[src/frontEnd_config.svh]
`ifndef FRONTEND_CONFIG_SVH
`define FRONTEND_CONFIG_SVH

// Immediate and datapath width
`define DATA_WIDTH 16

`define PC_WIDTH 8        // Word address into instruction memory
`define QUEUE_DEPTH 4     // Entries between fetch and decode
`define IMEM_DEPTH 256    // Instruction memory words

`endif

[src/isaPkg.sv]
package isaPkg;

    // Major opcode sits in instruction bits 15:12
    typedef enum logic [3:0] {
        simple0              = 4'h0, // ALU ops, first group
        simple1              = 4'h1, // Bit and shift ops
        complex              = 4'h2, // Multiply
        memory               = 4'h3, // Loads, stores, atomics
        loadShiftedByte      = 4'h4,
        reserved5            = 4'h5, // Unused encoding
        privileged           = 4'h6, // CSR, stack, system
        reserved7            = 4'h7, // Unused encoding
        jalReg               = 4'h8, // Jump and link, register target
        jalRel               = 4'h9, // Jump and link, PC relative
        branchReg            = 4'hA, // Branch if zero, register target
        branchRel            = 4'hB, // Branch if zero, PC relative
        loadUnsignedLower    = 4'hC,
        loadUnsignedExtended = 4'hD,
        loadUpper            = 4'hE, // Byte lands in upper half
        loadNegativeExtended = 4'hF
    } majorOp_e;

    // Immediate shape chosen by bits 13:12
    typedef enum logic [1:0] {
        zeroExt8     = 2'b00, // Bits 7:0, zero filled
        signExt10    = 2'b01, // Bits 9:0, bit 14 as sign
        upper8       = 2'b10, // Bits 7:0 shifted up a byte
        signExt10Alt = 2'b11  // Same as signExt10
    } immFormat_e;

    // Operand usage of one instruction
    typedef struct packed {
        logic writeA;         // Result goes to register A
        logic readA;          // Register A is a source
        logic readB;          // Register B is a source
    } operandFlags_t;

endpackage

[src/frontEndPkg.sv]
`include "frontEnd_config.svh"

package frontEndPkg;

    typedef logic [`PC_WIDTH-1:0] pc_t;
    typedef logic [15:0] instr_t;                               // Fixed 16-bit encoding
    typedef logic [$clog2(`QUEUE_DEPTH + 1) - 1:0] queueCount_t; // Occupancy 0 to depth

    // Registered decode result
    typedef struct packed {
        pc_t              pc;           // Address of the instruction
        isaPkg::majorOp_e majorOp;
        logic [3:0]       minorOp;
        logic [3:0]       operandAAddr;
        logic             readingFromA;
        logic             writingToA;
        logic [3:0]       operandBAddr;
        logic             readingFromB;
        logic             jalHazard;    // PC needed as an operand
        logic [`DATA_WIDTH-1:0] immediate;
    } decoded_t;

    typedef enum logic {
        idle    = 1'b0, // No reads issued
        running = 1'b1  // Walking the PC
    } fetchState_e;

endpackage

[src/frontEndIf.sv]
// Fetch unit to instruction queue
interface fetchQueueIf;
    import frontEndPkg::*;

    logic   push;        // One entry written this cycle
    logic   full;        // No free entry
    pc_t    pushPc;
    instr_t pushInstr;

    modport producer (output push, output pushPc, output pushInstr, input full);
    modport queue (input push, input pushPc, input pushInstr, output full);
endinterface

// Instruction queue to decode stage
interface queueDecodeIf;
    import frontEndPkg::*;

    logic   pop;         // Head consumed at the edge
    logic   empty;       // Head not valid
    pc_t    popPc;       // Head entry, combinational
    instr_t popInstr;

    modport queue (input pop, output empty, output popPc, output popInstr);
    modport consumer (output pop, input empty, input popPc, input popInstr);
endinterface

[src/decodeFrontEnd.sv]
`include "frontEnd_config.svh"

module decodeFrontEnd (
    input  logic                   clk,
    input  logic                   rstN,
    input  logic                   imemWrEn,
    input  frontEndPkg::pc_t       imemWrAddr,
    input  frontEndPkg::instr_t    imemWrData,
    input  logic                   run,
    input  logic                   redirect,
    input  frontEndPkg::pc_t       redirectPc,
    input  logic                   stall,
    output logic                   decValid,
    output frontEndPkg::pc_t       pc,
    output isaPkg::majorOp_e       majorOp,
    output logic [3:0]             minorOp,
    output logic [3:0]             operandAAddr,
    output logic                   readingFromA,
    output logic                   writingToA,
    output logic [3:0]             operandBAddr,
    output logic                   readingFromB,
    output logic                   jalHazard,
    output logic [`DATA_WIDTH-1:0] immediate
);
    import frontEndPkg::*;

    fetchQueueIf  fqIf ();        // Fetch to queue
    queueDecodeIf qdIf ();        // Queue to decode
    queueCount_t  used;           // Occupancy back to fetch
    decoded_t     decOut;

    fetchUnit fetchUnit_inst (
        .clk, .rstN, .imemWrEn, .imemWrAddr, .imemWrData,
        .run, .redirect, .redirectPc, .used, .q (fqIf.producer)
    );

    instructionQueue instructionQueue_inst (
        .clk, .rstN, .flush (redirect), .used, .in (fqIf.queue), .out (qdIf.queue)
    );

    decodeStage decodeStage_inst (
        .clk, .rstN, .stall, .flush (redirect), .in (qdIf.consumer), .decValid, .decOut
    );

    assign pc           = decOut.pc;      // Flattened decode result
    assign majorOp      = decOut.majorOp;
    assign minorOp      = decOut.minorOp;
    assign operandAAddr = decOut.operandAAddr;
    assign readingFromA = decOut.readingFromA;
    assign writingToA   = decOut.writingToA;
    assign operandBAddr = decOut.operandBAddr;
    assign readingFromB = decOut.readingFromB;
    assign jalHazard    = decOut.jalHazard;
    assign immediate    = decOut.immediate;

endmodule

[src/decodeStage.sv]
module decodeStage (
    input  logic                  clk,
    input  logic                  rstN,
    input  logic                  stall,
    input  logic                  flush,
    queueDecodeIf.consumer        in,
    output logic                  decValid,
    output frontEndPkg::decoded_t decOut
);
    import frontEndPkg::*;

    decoded_t decNext;        // Decoder view of the queue head
    logic     doPop;

    // Flush cycle pops nothing, the queue is emptied anyway
    assign doPop  = !in.empty && !stall && !flush;
    assign in.pop = doPop;

    instructionDecoder decoder_inst (
        .instr   (in.popInstr),
        .pc      (in.popPc),
        .decoded (decNext)
    );

    always_ff @(posedge clk or negedge rstN) begin
        if (!rstN) begin
            decValid <= 1'b0;
        end else if (flush) begin
            decValid <= 1'b0;     // Nothing survives a redirect
        end else if (!stall) begin
            decValid <= doPop;    // One cycle per popped entry
        end
    end

    // Output register only moves on a pop, so stall holds it
    always_ff @(posedge clk) begin
        if (doPop) decOut <= decNext;
    end

endmodule

[src/fetchUnit.sv]
`include "frontEnd_config.svh"

module fetchUnit (
    input  logic                     clk,
    input  logic                     rstN,
    input  logic                     imemWrEn,
    input  frontEndPkg::pc_t         imemWrAddr,
    input  frontEndPkg::instr_t      imemWrData,
    input  logic                     run,
    input  logic                     redirect,
    input  frontEndPkg::pc_t         redirectPc,
    input  frontEndPkg::queueCount_t used,
    fetchQueueIf.producer            q
);
    import frontEndPkg::*;

    instr_t      imem [`IMEM_DEPTH]; // Program storage, loaded by the testbench
    pc_t         pc;                 // Next address to read
    fetchState_e state;
    logic        rdValid;            // Read issued last cycle, lands now
    pc_t         rdPc;
    instr_t      rdData;
    logic        issue;

    // Room check counts the read already in flight
    assign issue = (state == running) && !redirect && !q.full &&
                   ((int'(used) + int'(rdValid)) < `QUEUE_DEPTH);

    always_ff @(posedge clk or negedge rstN) begin
        if (!rstN) begin
            state <= idle;
        end else begin
            case (state)
                idle:    if (run) state <= running;
                running: if (!run) state <= idle;   // Finish the current read only
                default: state <= idle;
            endcase
        end
    end

    always_ff @(posedge clk or negedge rstN) begin
        if (!rstN) begin
            pc      <= '0;
            rdValid <= 1'b0;
        end else if (redirect) begin
            pc      <= redirectPc;   // Restart point
            rdValid <= 1'b0;         // Cancel outstanding read
        end else begin
            rdValid <= issue;
            if (issue) pc <= pc + 1'b1; // Wraps at memory end
        end
    end

    // Synchronous memory, one cycle read
    always_ff @(posedge clk) begin
        if (imemWrEn) imem[imemWrAddr] <= imemWrData;
        if (issue) begin
            rdData <= imem[pc];
            rdPc   <= pc;           // Tag travels with the word
        end
    end

    assign q.push      = rdValid && !redirect; // Data of a cancelled read is dropped
    assign q.pushPc    = rdPc;
    assign q.pushInstr = rdData;

endmodule

[src/instructionDecoder.sv]
`include "frontEnd_config.svh"

module instructionDecoder (
    input  frontEndPkg::instr_t   instr,
    input  frontEndPkg::pc_t      pc,
    output frontEndPkg::decoded_t decoded
);
    import isaPkg::*;
    import frontEndPkg::*;

    majorOp_e      majorOp;
    immFormat_e    immFormat;
    logic [3:0]    minorOp;
    operandFlags_t opFlags;      // Write A, read A, read B

    // Minor-opcode classes keep one bit per minor code in each mask
    function automatic operandFlags_t fromMasks(
        input logic [15:0] writeMask,
        input logic [15:0] readAMask,
        input logic [15:0] readBMask,
        input logic [3:0]  minor
    );
        operandFlags_t f;
        f.writeA = writeMask[minor];
        f.readA  = readAMask[minor];
        f.readB  = readBMask[minor];
        return f;
    endfunction

    assign majorOp   = majorOp_e'(instr[15:12]);
    assign immFormat = immFormat_e'(instr[13:12]);
    assign minorOp   = instr[7:4];

    always_comb begin : operandFlagsMux
        case (majorOp)
            // Inc, Dec, Move and NOT B leave A unread
            simple0:    opFlags = fromMasks(16'hFFFF, 16'h7F75, 16'hFFFF, minorOp);
            // Bit scans and reverse read B only
            simple1:    opFlags = fromMasks(16'hFFFF, 16'h8FFF, 16'hFFFF, minorOp);
            complex:    opFlags = fromMasks(16'h0003, 16'h0003, 16'h0003, minorOp); // Mult only
            // Plain loads write A, stores read A
            memory:     opFlags = fromMasks(16'hFF0F, 16'hFFF0, 16'hFFFF, minorOp);
            privileged: opFlags = fromMasks(16'h05F0, 16'h02C4, 16'h07F0, minorOp);
            loadShiftedByte,
            loadUnsignedLower,
            loadUnsignedExtended,
            loadUpper,
            loadNegativeExtended: opFlags = 3'b100;      // Immediate into A
            jalReg,
            branchReg:  opFlags = 3'b011;               // Link or test A, target in B
            jalRel,
            branchRel:  opFlags = 3'b010;               // Offset from immediate
            default:    opFlags = 3'b000;               // Reserved encodings
        endcase
    end

    always_comb begin : outputAssembly
        decoded              = '0;
        decoded.pc           = pc;
        decoded.majorOp      = majorOp;
        decoded.minorOp      = minorOp;
        decoded.writingToA   = opFlags.writeA;
        decoded.readingFromA = opFlags.readA;
        decoded.readingFromB = opFlags.readB;
        decoded.operandBAddr = instr[3:0];

        // Register-pair forms squeeze A into bits 11:10 plus bit 14
        decoded.operandAAddr = (instr[15] && instr[12]) ?
                               {instr[11:10], 1'b0, instr[14]} : instr[11:8];

        // Link target is the PC itself when the address bits are all zero
        decoded.jalHazard = ((majorOp == jalRel) && (instr[11:10] == 2'b00)) ||
                            ((majorOp == jalReg) && (instr[11:8] == 4'h0));

        case (immFormat)
            zeroExt8: decoded.immediate[7:0]  = instr[7:0];
            upper8:   decoded.immediate[15:8] = instr[7:0];   // Low byte stays zero
            default:  decoded.immediate = {{(`DATA_WIDTH - 10){instr[14]}}, instr[9:0]};
        endcase
    end

endmodule

[src/instructionQueue.sv]
`include "frontEnd_config.svh"

module instructionQueue (
    input  logic                     clk,
    input  logic                     rstN,
    input  logic                     flush,
    output frontEndPkg::queueCount_t used,
    fetchQueueIf.queue               in,
    queueDecodeIf.queue              out
);
    import frontEndPkg::*;

    localparam int ptrWidth = (`QUEUE_DEPTH > 1) ? $clog2(`QUEUE_DEPTH) : 1;
    typedef logic [ptrWidth-1:0] ptr_t;

    pc_t         pcMem [`QUEUE_DEPTH];    // PC tag per slot
    instr_t      instrMem [`QUEUE_DEPTH];
    ptr_t        wrPtr;
    ptr_t        rdPtr;                   // Head slot
    queueCount_t count;
    logic        doPush;
    logic        doPop;

    // Circular increment, depth need not be a power of two
    function automatic ptr_t advance(input ptr_t p);
        return (p == ptr_t'(`QUEUE_DEPTH - 1)) ? '0 : p + 1'b1;
    endfunction

    assign doPush = in.push && !in.full;
    assign doPop  = out.pop && !out.empty;

    always_ff @(posedge clk or negedge rstN) begin
        if (!rstN) begin
            wrPtr <= '0;
            rdPtr <= '0;
            count <= '0;
        end else if (flush) begin
            wrPtr <= '0;             // Redirect discards everything
            rdPtr <= '0;
            count <= '0;
        end else begin
            if (doPush) wrPtr <= advance(wrPtr);
            if (doPop) rdPtr <= advance(rdPtr);
            case ({doPush, doPop})
                2'b10:   count <= count + 1'b1;
                2'b01:   count <= count - 1'b1;
                default: count <= count;   // Both or neither
            endcase
        end
    end

    always_ff @(posedge clk) begin
        if (doPush) begin
            pcMem[wrPtr]    <= in.pushPc;
            instrMem[wrPtr] <= in.pushInstr;
        end
    end

    assign in.full      = (count == queueCount_t'(`QUEUE_DEPTH));
    assign out.empty    = (count == '0);
    assign out.popPc    = pcMem[rdPtr];     // Head visible without a pop
    assign out.popInstr = instrMem[rdPtr];
    assign used         = count;

endmodule

[config.mk]
export PLATFORM = sky130hd
export DESIGN_NAME = decodeFrontEnd
export DESIGN_NICKNAME = d
export VERILOG_FILES = /design/src/isaPkg.sv /design/src/frontEndPkg.sv /design/src/frontEndIf.sv /design/src/decodeFrontEnd.sv /design/src/decodeStage.sv /design/src/fetchUnit.sv /design/src/instructionDecoder.sv /design/src/instructionQueue.sv
export VERILOG_INCLUDE_DIRS = /design/src /design/src/src
export SDC_FILE = /design/constraint.sdc
export NUM_CORES = 2
export LEC_CHECK = 0
export ABC_CLOCK_PERIOD_IN_PS = 5300
export BUFFER_PORTS_ARGS = -buffer_cell sky130_fd_sc_hd__buf_2
export CORE_ASPECT_RATIO = 1.1
export CORE_UTILIZATION = 50
export DETAILED_ROUTE_END_ITERATION = 7
export GPL_TIMING_DRIVEN = 0
export PLACE_DENSITY_LB_ADDON = 0.08
export SLEW_MARGIN = 0
export SYNTH_ARGS = -nofsm -noshare
export SYNTH_HDL_FRONTEND = slang
export SYNTH_MEMORY_MAX_BITS = 65536
export SYNTH_SLANG_ARGS = --single-unit
[constraint.sdc]
create_clock -name clk -period 5.3 [get_ports clk]
set_clock_uncertainty 0.2 [all_clocks]
set_input_delay 1.06 -clock clk [delete_from_list [all_inputs] [get_ports clk]]
set_output_delay 1.06 -clock clk [all_outputs]
set_load 0.01 [all_outputs]
==> impl_metrics.tcl <==
set metrics [dict create \
    post-place-ws_ns -2.25 \
    fillCellCount 23600 \
    drc 4 \
    status "finished, violations left" \
    drv_slew 78 \
    start_kind "register" \
    async_flop_share_pct 0.421 \
    io_pins 83 \
    root_buffer "clkbuf_16" \
    synth_top_area_share_pct 77.5 \
    die_x_microns 550 \
    synth_area_leader_cell "edfxtp_1" \
    grt_util_met2_pct 63.9 \
    violations "DRC, capacitance limit, slew limit, setup timing" \
    cts_tree "done" \
    power-per-cell-area_nw_per_um2 425 \
    ant_nets 0 \
    final_area_sq_um 194000 \
    clockBufferDepth 4 \
    hold_path_depth 3 \
    irDropWorstVdd_mv 0.317 \
    worst_slack_ns -0.579 \
    crit_slowest_cell "a211oi_1" \
    r2r_cells 7 \
    critPathCaptureType "register" \
    tightestPinTransition_ns 1.76 \
    ys_top_cells_by_area "edfxtp_1 77%, mux4_2 13%, mux2i_1 2.5%" \
    hold_viol_final 0 \
    place_area_sq_um 178000 \
    die_area_sq_um 332000 \
    critPathMaxFanout 11 \
    hp-class "in -> reg" \
    finalPower_mw 82.2 \
    grt.busiest_layer "met2" \
    seq_area_frac_synth_pct 77.8 \
    path_class "reg -> reg" \
    nets 8233 \
    yosys_warnings 0 \
    rows 220 \
    yosysMostFrequentCell "edfxtp_1" \
    syn_inst 7421 \
    num_vias 96700 \
    die-height_microns 605 \
    p_leak_nw 60.9 \
    grt_pass1_vias 87400 \
    firstDrtPassIters 8 \
    start_util_pct 50.4 \
    fin_crit_sh_pct 111 \
    worst_ep_required_time_ns 5.86 \
    cts_made_buffers 431 \
    holdWs_ns 0.0638 \
    slowest_delay_ns 1.45 \
    grt_setup_unrepaired "true" \
    gp_congestion 1.07 \
    avgSynthCellArea_sq_um 22.2 \
    gr-total-overflow 0 \
    synthTopCellsByCount "4,260 x edfxtp_1, 988 x mux4_2, 413 x mux2i_1" \
    area_growth_pct 17.3 \
    cp.arrival_ns 6.44 \
    syn_nets 7466 \
    slew_headroom_pct -18.2 \
    path_depth 7 \
    cts.sinks 4278 \
    max_freq_mhz 170 \
    crit_chain "clkbuf_2, clkbuf_2, buf_2, nor2_1, a211oi_1, a211oi_1, o32ai_2" \
    fin_crit_ns 5.88 \
    wl_microns 757000 \
    synthFlopType "edfxtp_1" \
    drt-vias-per-instance 7.47 \
    grt_max_degree 148 \
    io_buffers 76 \
    synth_cell_type_count 73 \
    ff_latch_area_sq_um 128000 \
    path_delay_family "buffers and inverters" \
    clock_latency_ns 1.03 \
    path_buf_inv 3 \
    core_area_sq_um 328000 \
    use_met1_pct 56.1 \
    routedWlPerCell_microns 58.5 \
    first_iter_violations 20700 \
    multiInputGateArea_sq_um 36000 \
    antenna_found_initial 82 \
    cts_max_level 5 \
    ys_ff_latch 4278 \
    drive_above_1_share_pct 31.6 \
    grt.met3_usage_pct 18.5 \
    clkSlewWorstSetupHoldPaths_ns 0.06 \
    synth_area_sq_um 165000 \
    maxCapViolCount 10 \
    synth_edf_count 4260 \
    setup_violations 16 \
    grt_pass1_wl_microns 946000 \
    dp_hpwl_microns 501000 \
    grt.total_usage_pct 45.8 \
]
[state kept, by name, indices dropped and copies added, names as in the netlist, 3 cells and up]
name / count
fetchUnit_inst.imem: 4096
instructionQueue_inst.instrMem: 64
decodeStage_inst.decOut: 44
instructionQueue_inst.pcMem: 32
fetchUnit_inst.q.pushInstr: 16
fetchUnit_inst.pc: 8
fetchUnit_inst.q.pushPc: 8
instructionQueue_inst.used: 3
[worst register-to-register path: stages, from the launching register on]
cell	delay, ns
dfrtp_2	0.80
clkbuf_2	0.69
clkbuf_2	0.59
buf_2	0.95
nor2_1	0.30
a211oi_1	1.46
a211oi_1	0.15
o32ai_2	0.50
[per-layer routing]
metal	routed length [microns]	share of wire (%)
met1	250000	33
met2	319000	42
met3	113000	15
met4	75400	10
met5	351	0.046
[cells by family (layout without fill, tap and decap cells)]
group | count (synthesis) | in the layout | share of synthesized area, %
buffers and inverters | 457 | 1586 | 1.69
DFF | 4278 | 4278 | 77.8
other | 0 | 74 | 0
AOI/OAI and AO/OA | 623 | 623 | 2.68
and+or+nand+nor | 625 | 625 | 1.63
adders and majority gates | 7 | 7 | 0.0576
muxes | 1431 | 1431 | 16.2
[placed cells by master, fill, tap and decap left out, types with 16 or more instances in the layout]
cell and instances:
nor2_4 139, mux2_2 30, clkbuf_2 83, mux4_2 988, a221oi_1 88, buf_2 100, nor2_1 61, o221ai_1 39
a21oi_1 100, a22o_1 16, buf_8 124, and2_1 23, o21ai_0 87, nand3_1 40, edfxtp_1 4260, bufinv_16 53
a211oi_1 21, buf_4 86, nor2_2 124, buf_16 103, buf_12 67, a22oi_1 58, mux2i_1 402, nor2b_1 27
clkinv_1 106, o22ai_1 36, nand2_1 141, clkinv_2 79, clkbuf_4 24, diode_2 74, buf_6 123, clkbuf_16 441
clkbuf_1 153
[per-stage QoR]
stage / instances / util, % / setup TNS, ns
6_report: 13000 / 59.1 / -5.49
4_1_cts: 12900 / 59.0 / 0
5_1_grt: 12900 / 59.1 / -0.0111
3_5_place_dp: 12100 / 54.3 / -30.32
2_1_floorplan: 7421 / - / 0
3_3_place_gp: 11800 / 52.2 / -3371.37
[report_power, final]
part / leakage (nW) / switching, mW / internal (mW)
Sequential: 38.5 / 0.0933 / 37.4
Clock: 6.87 / 13.5 / 17.8
Combinational: 15.5 / 9.90 / 3.55
[worst paths after layout]
path | startpoint | to | slack, ns
max | fetchUnit_inst.pc[4] | fetchUnit_inst.q.pushInstr[9] | -0.58
min | redirectPc[2] | fetchUnit_inst.pc[2] | 0.06
max reg2reg | fetchUnit_inst.pc[4] | fetchUnit_inst.q.pushInstr[9] | -0.58
min reg2reg | fetchUnit_inst.pc[7] | fetchUnit_inst.q.pushPc[7] | 0.28
max in group asynchronous | rstN | fetchUnit_inst.pc[4] | 4.21
min in group asynchronous | rstN | fetchUnit_inst.rdValid | 0.33
[what timing repair did]
action	CTS	global route
cloned	0	0
setup buffers	5	1
resized for setup	323	44
hold buffers	2	0
pin swaps	12	6
hold endpoints to repair	19	0
setup endpoints to repair	19	14
[area by class of cell]
type,instances,area share (%)
Clock buffer,534,5.88
Multi-Input combinational cell,2686,18.6
Sequential cell,4278,66.3
Clock inverter,261,1.40
Buffer,440,1.82
Tap cell,4329,2.80
Inverter,15,0.0310
Timing Repair Buffer,336,3.05
Antenna cell,74,0.0956
Note: power is estimated with default switching activity, not from simulation.
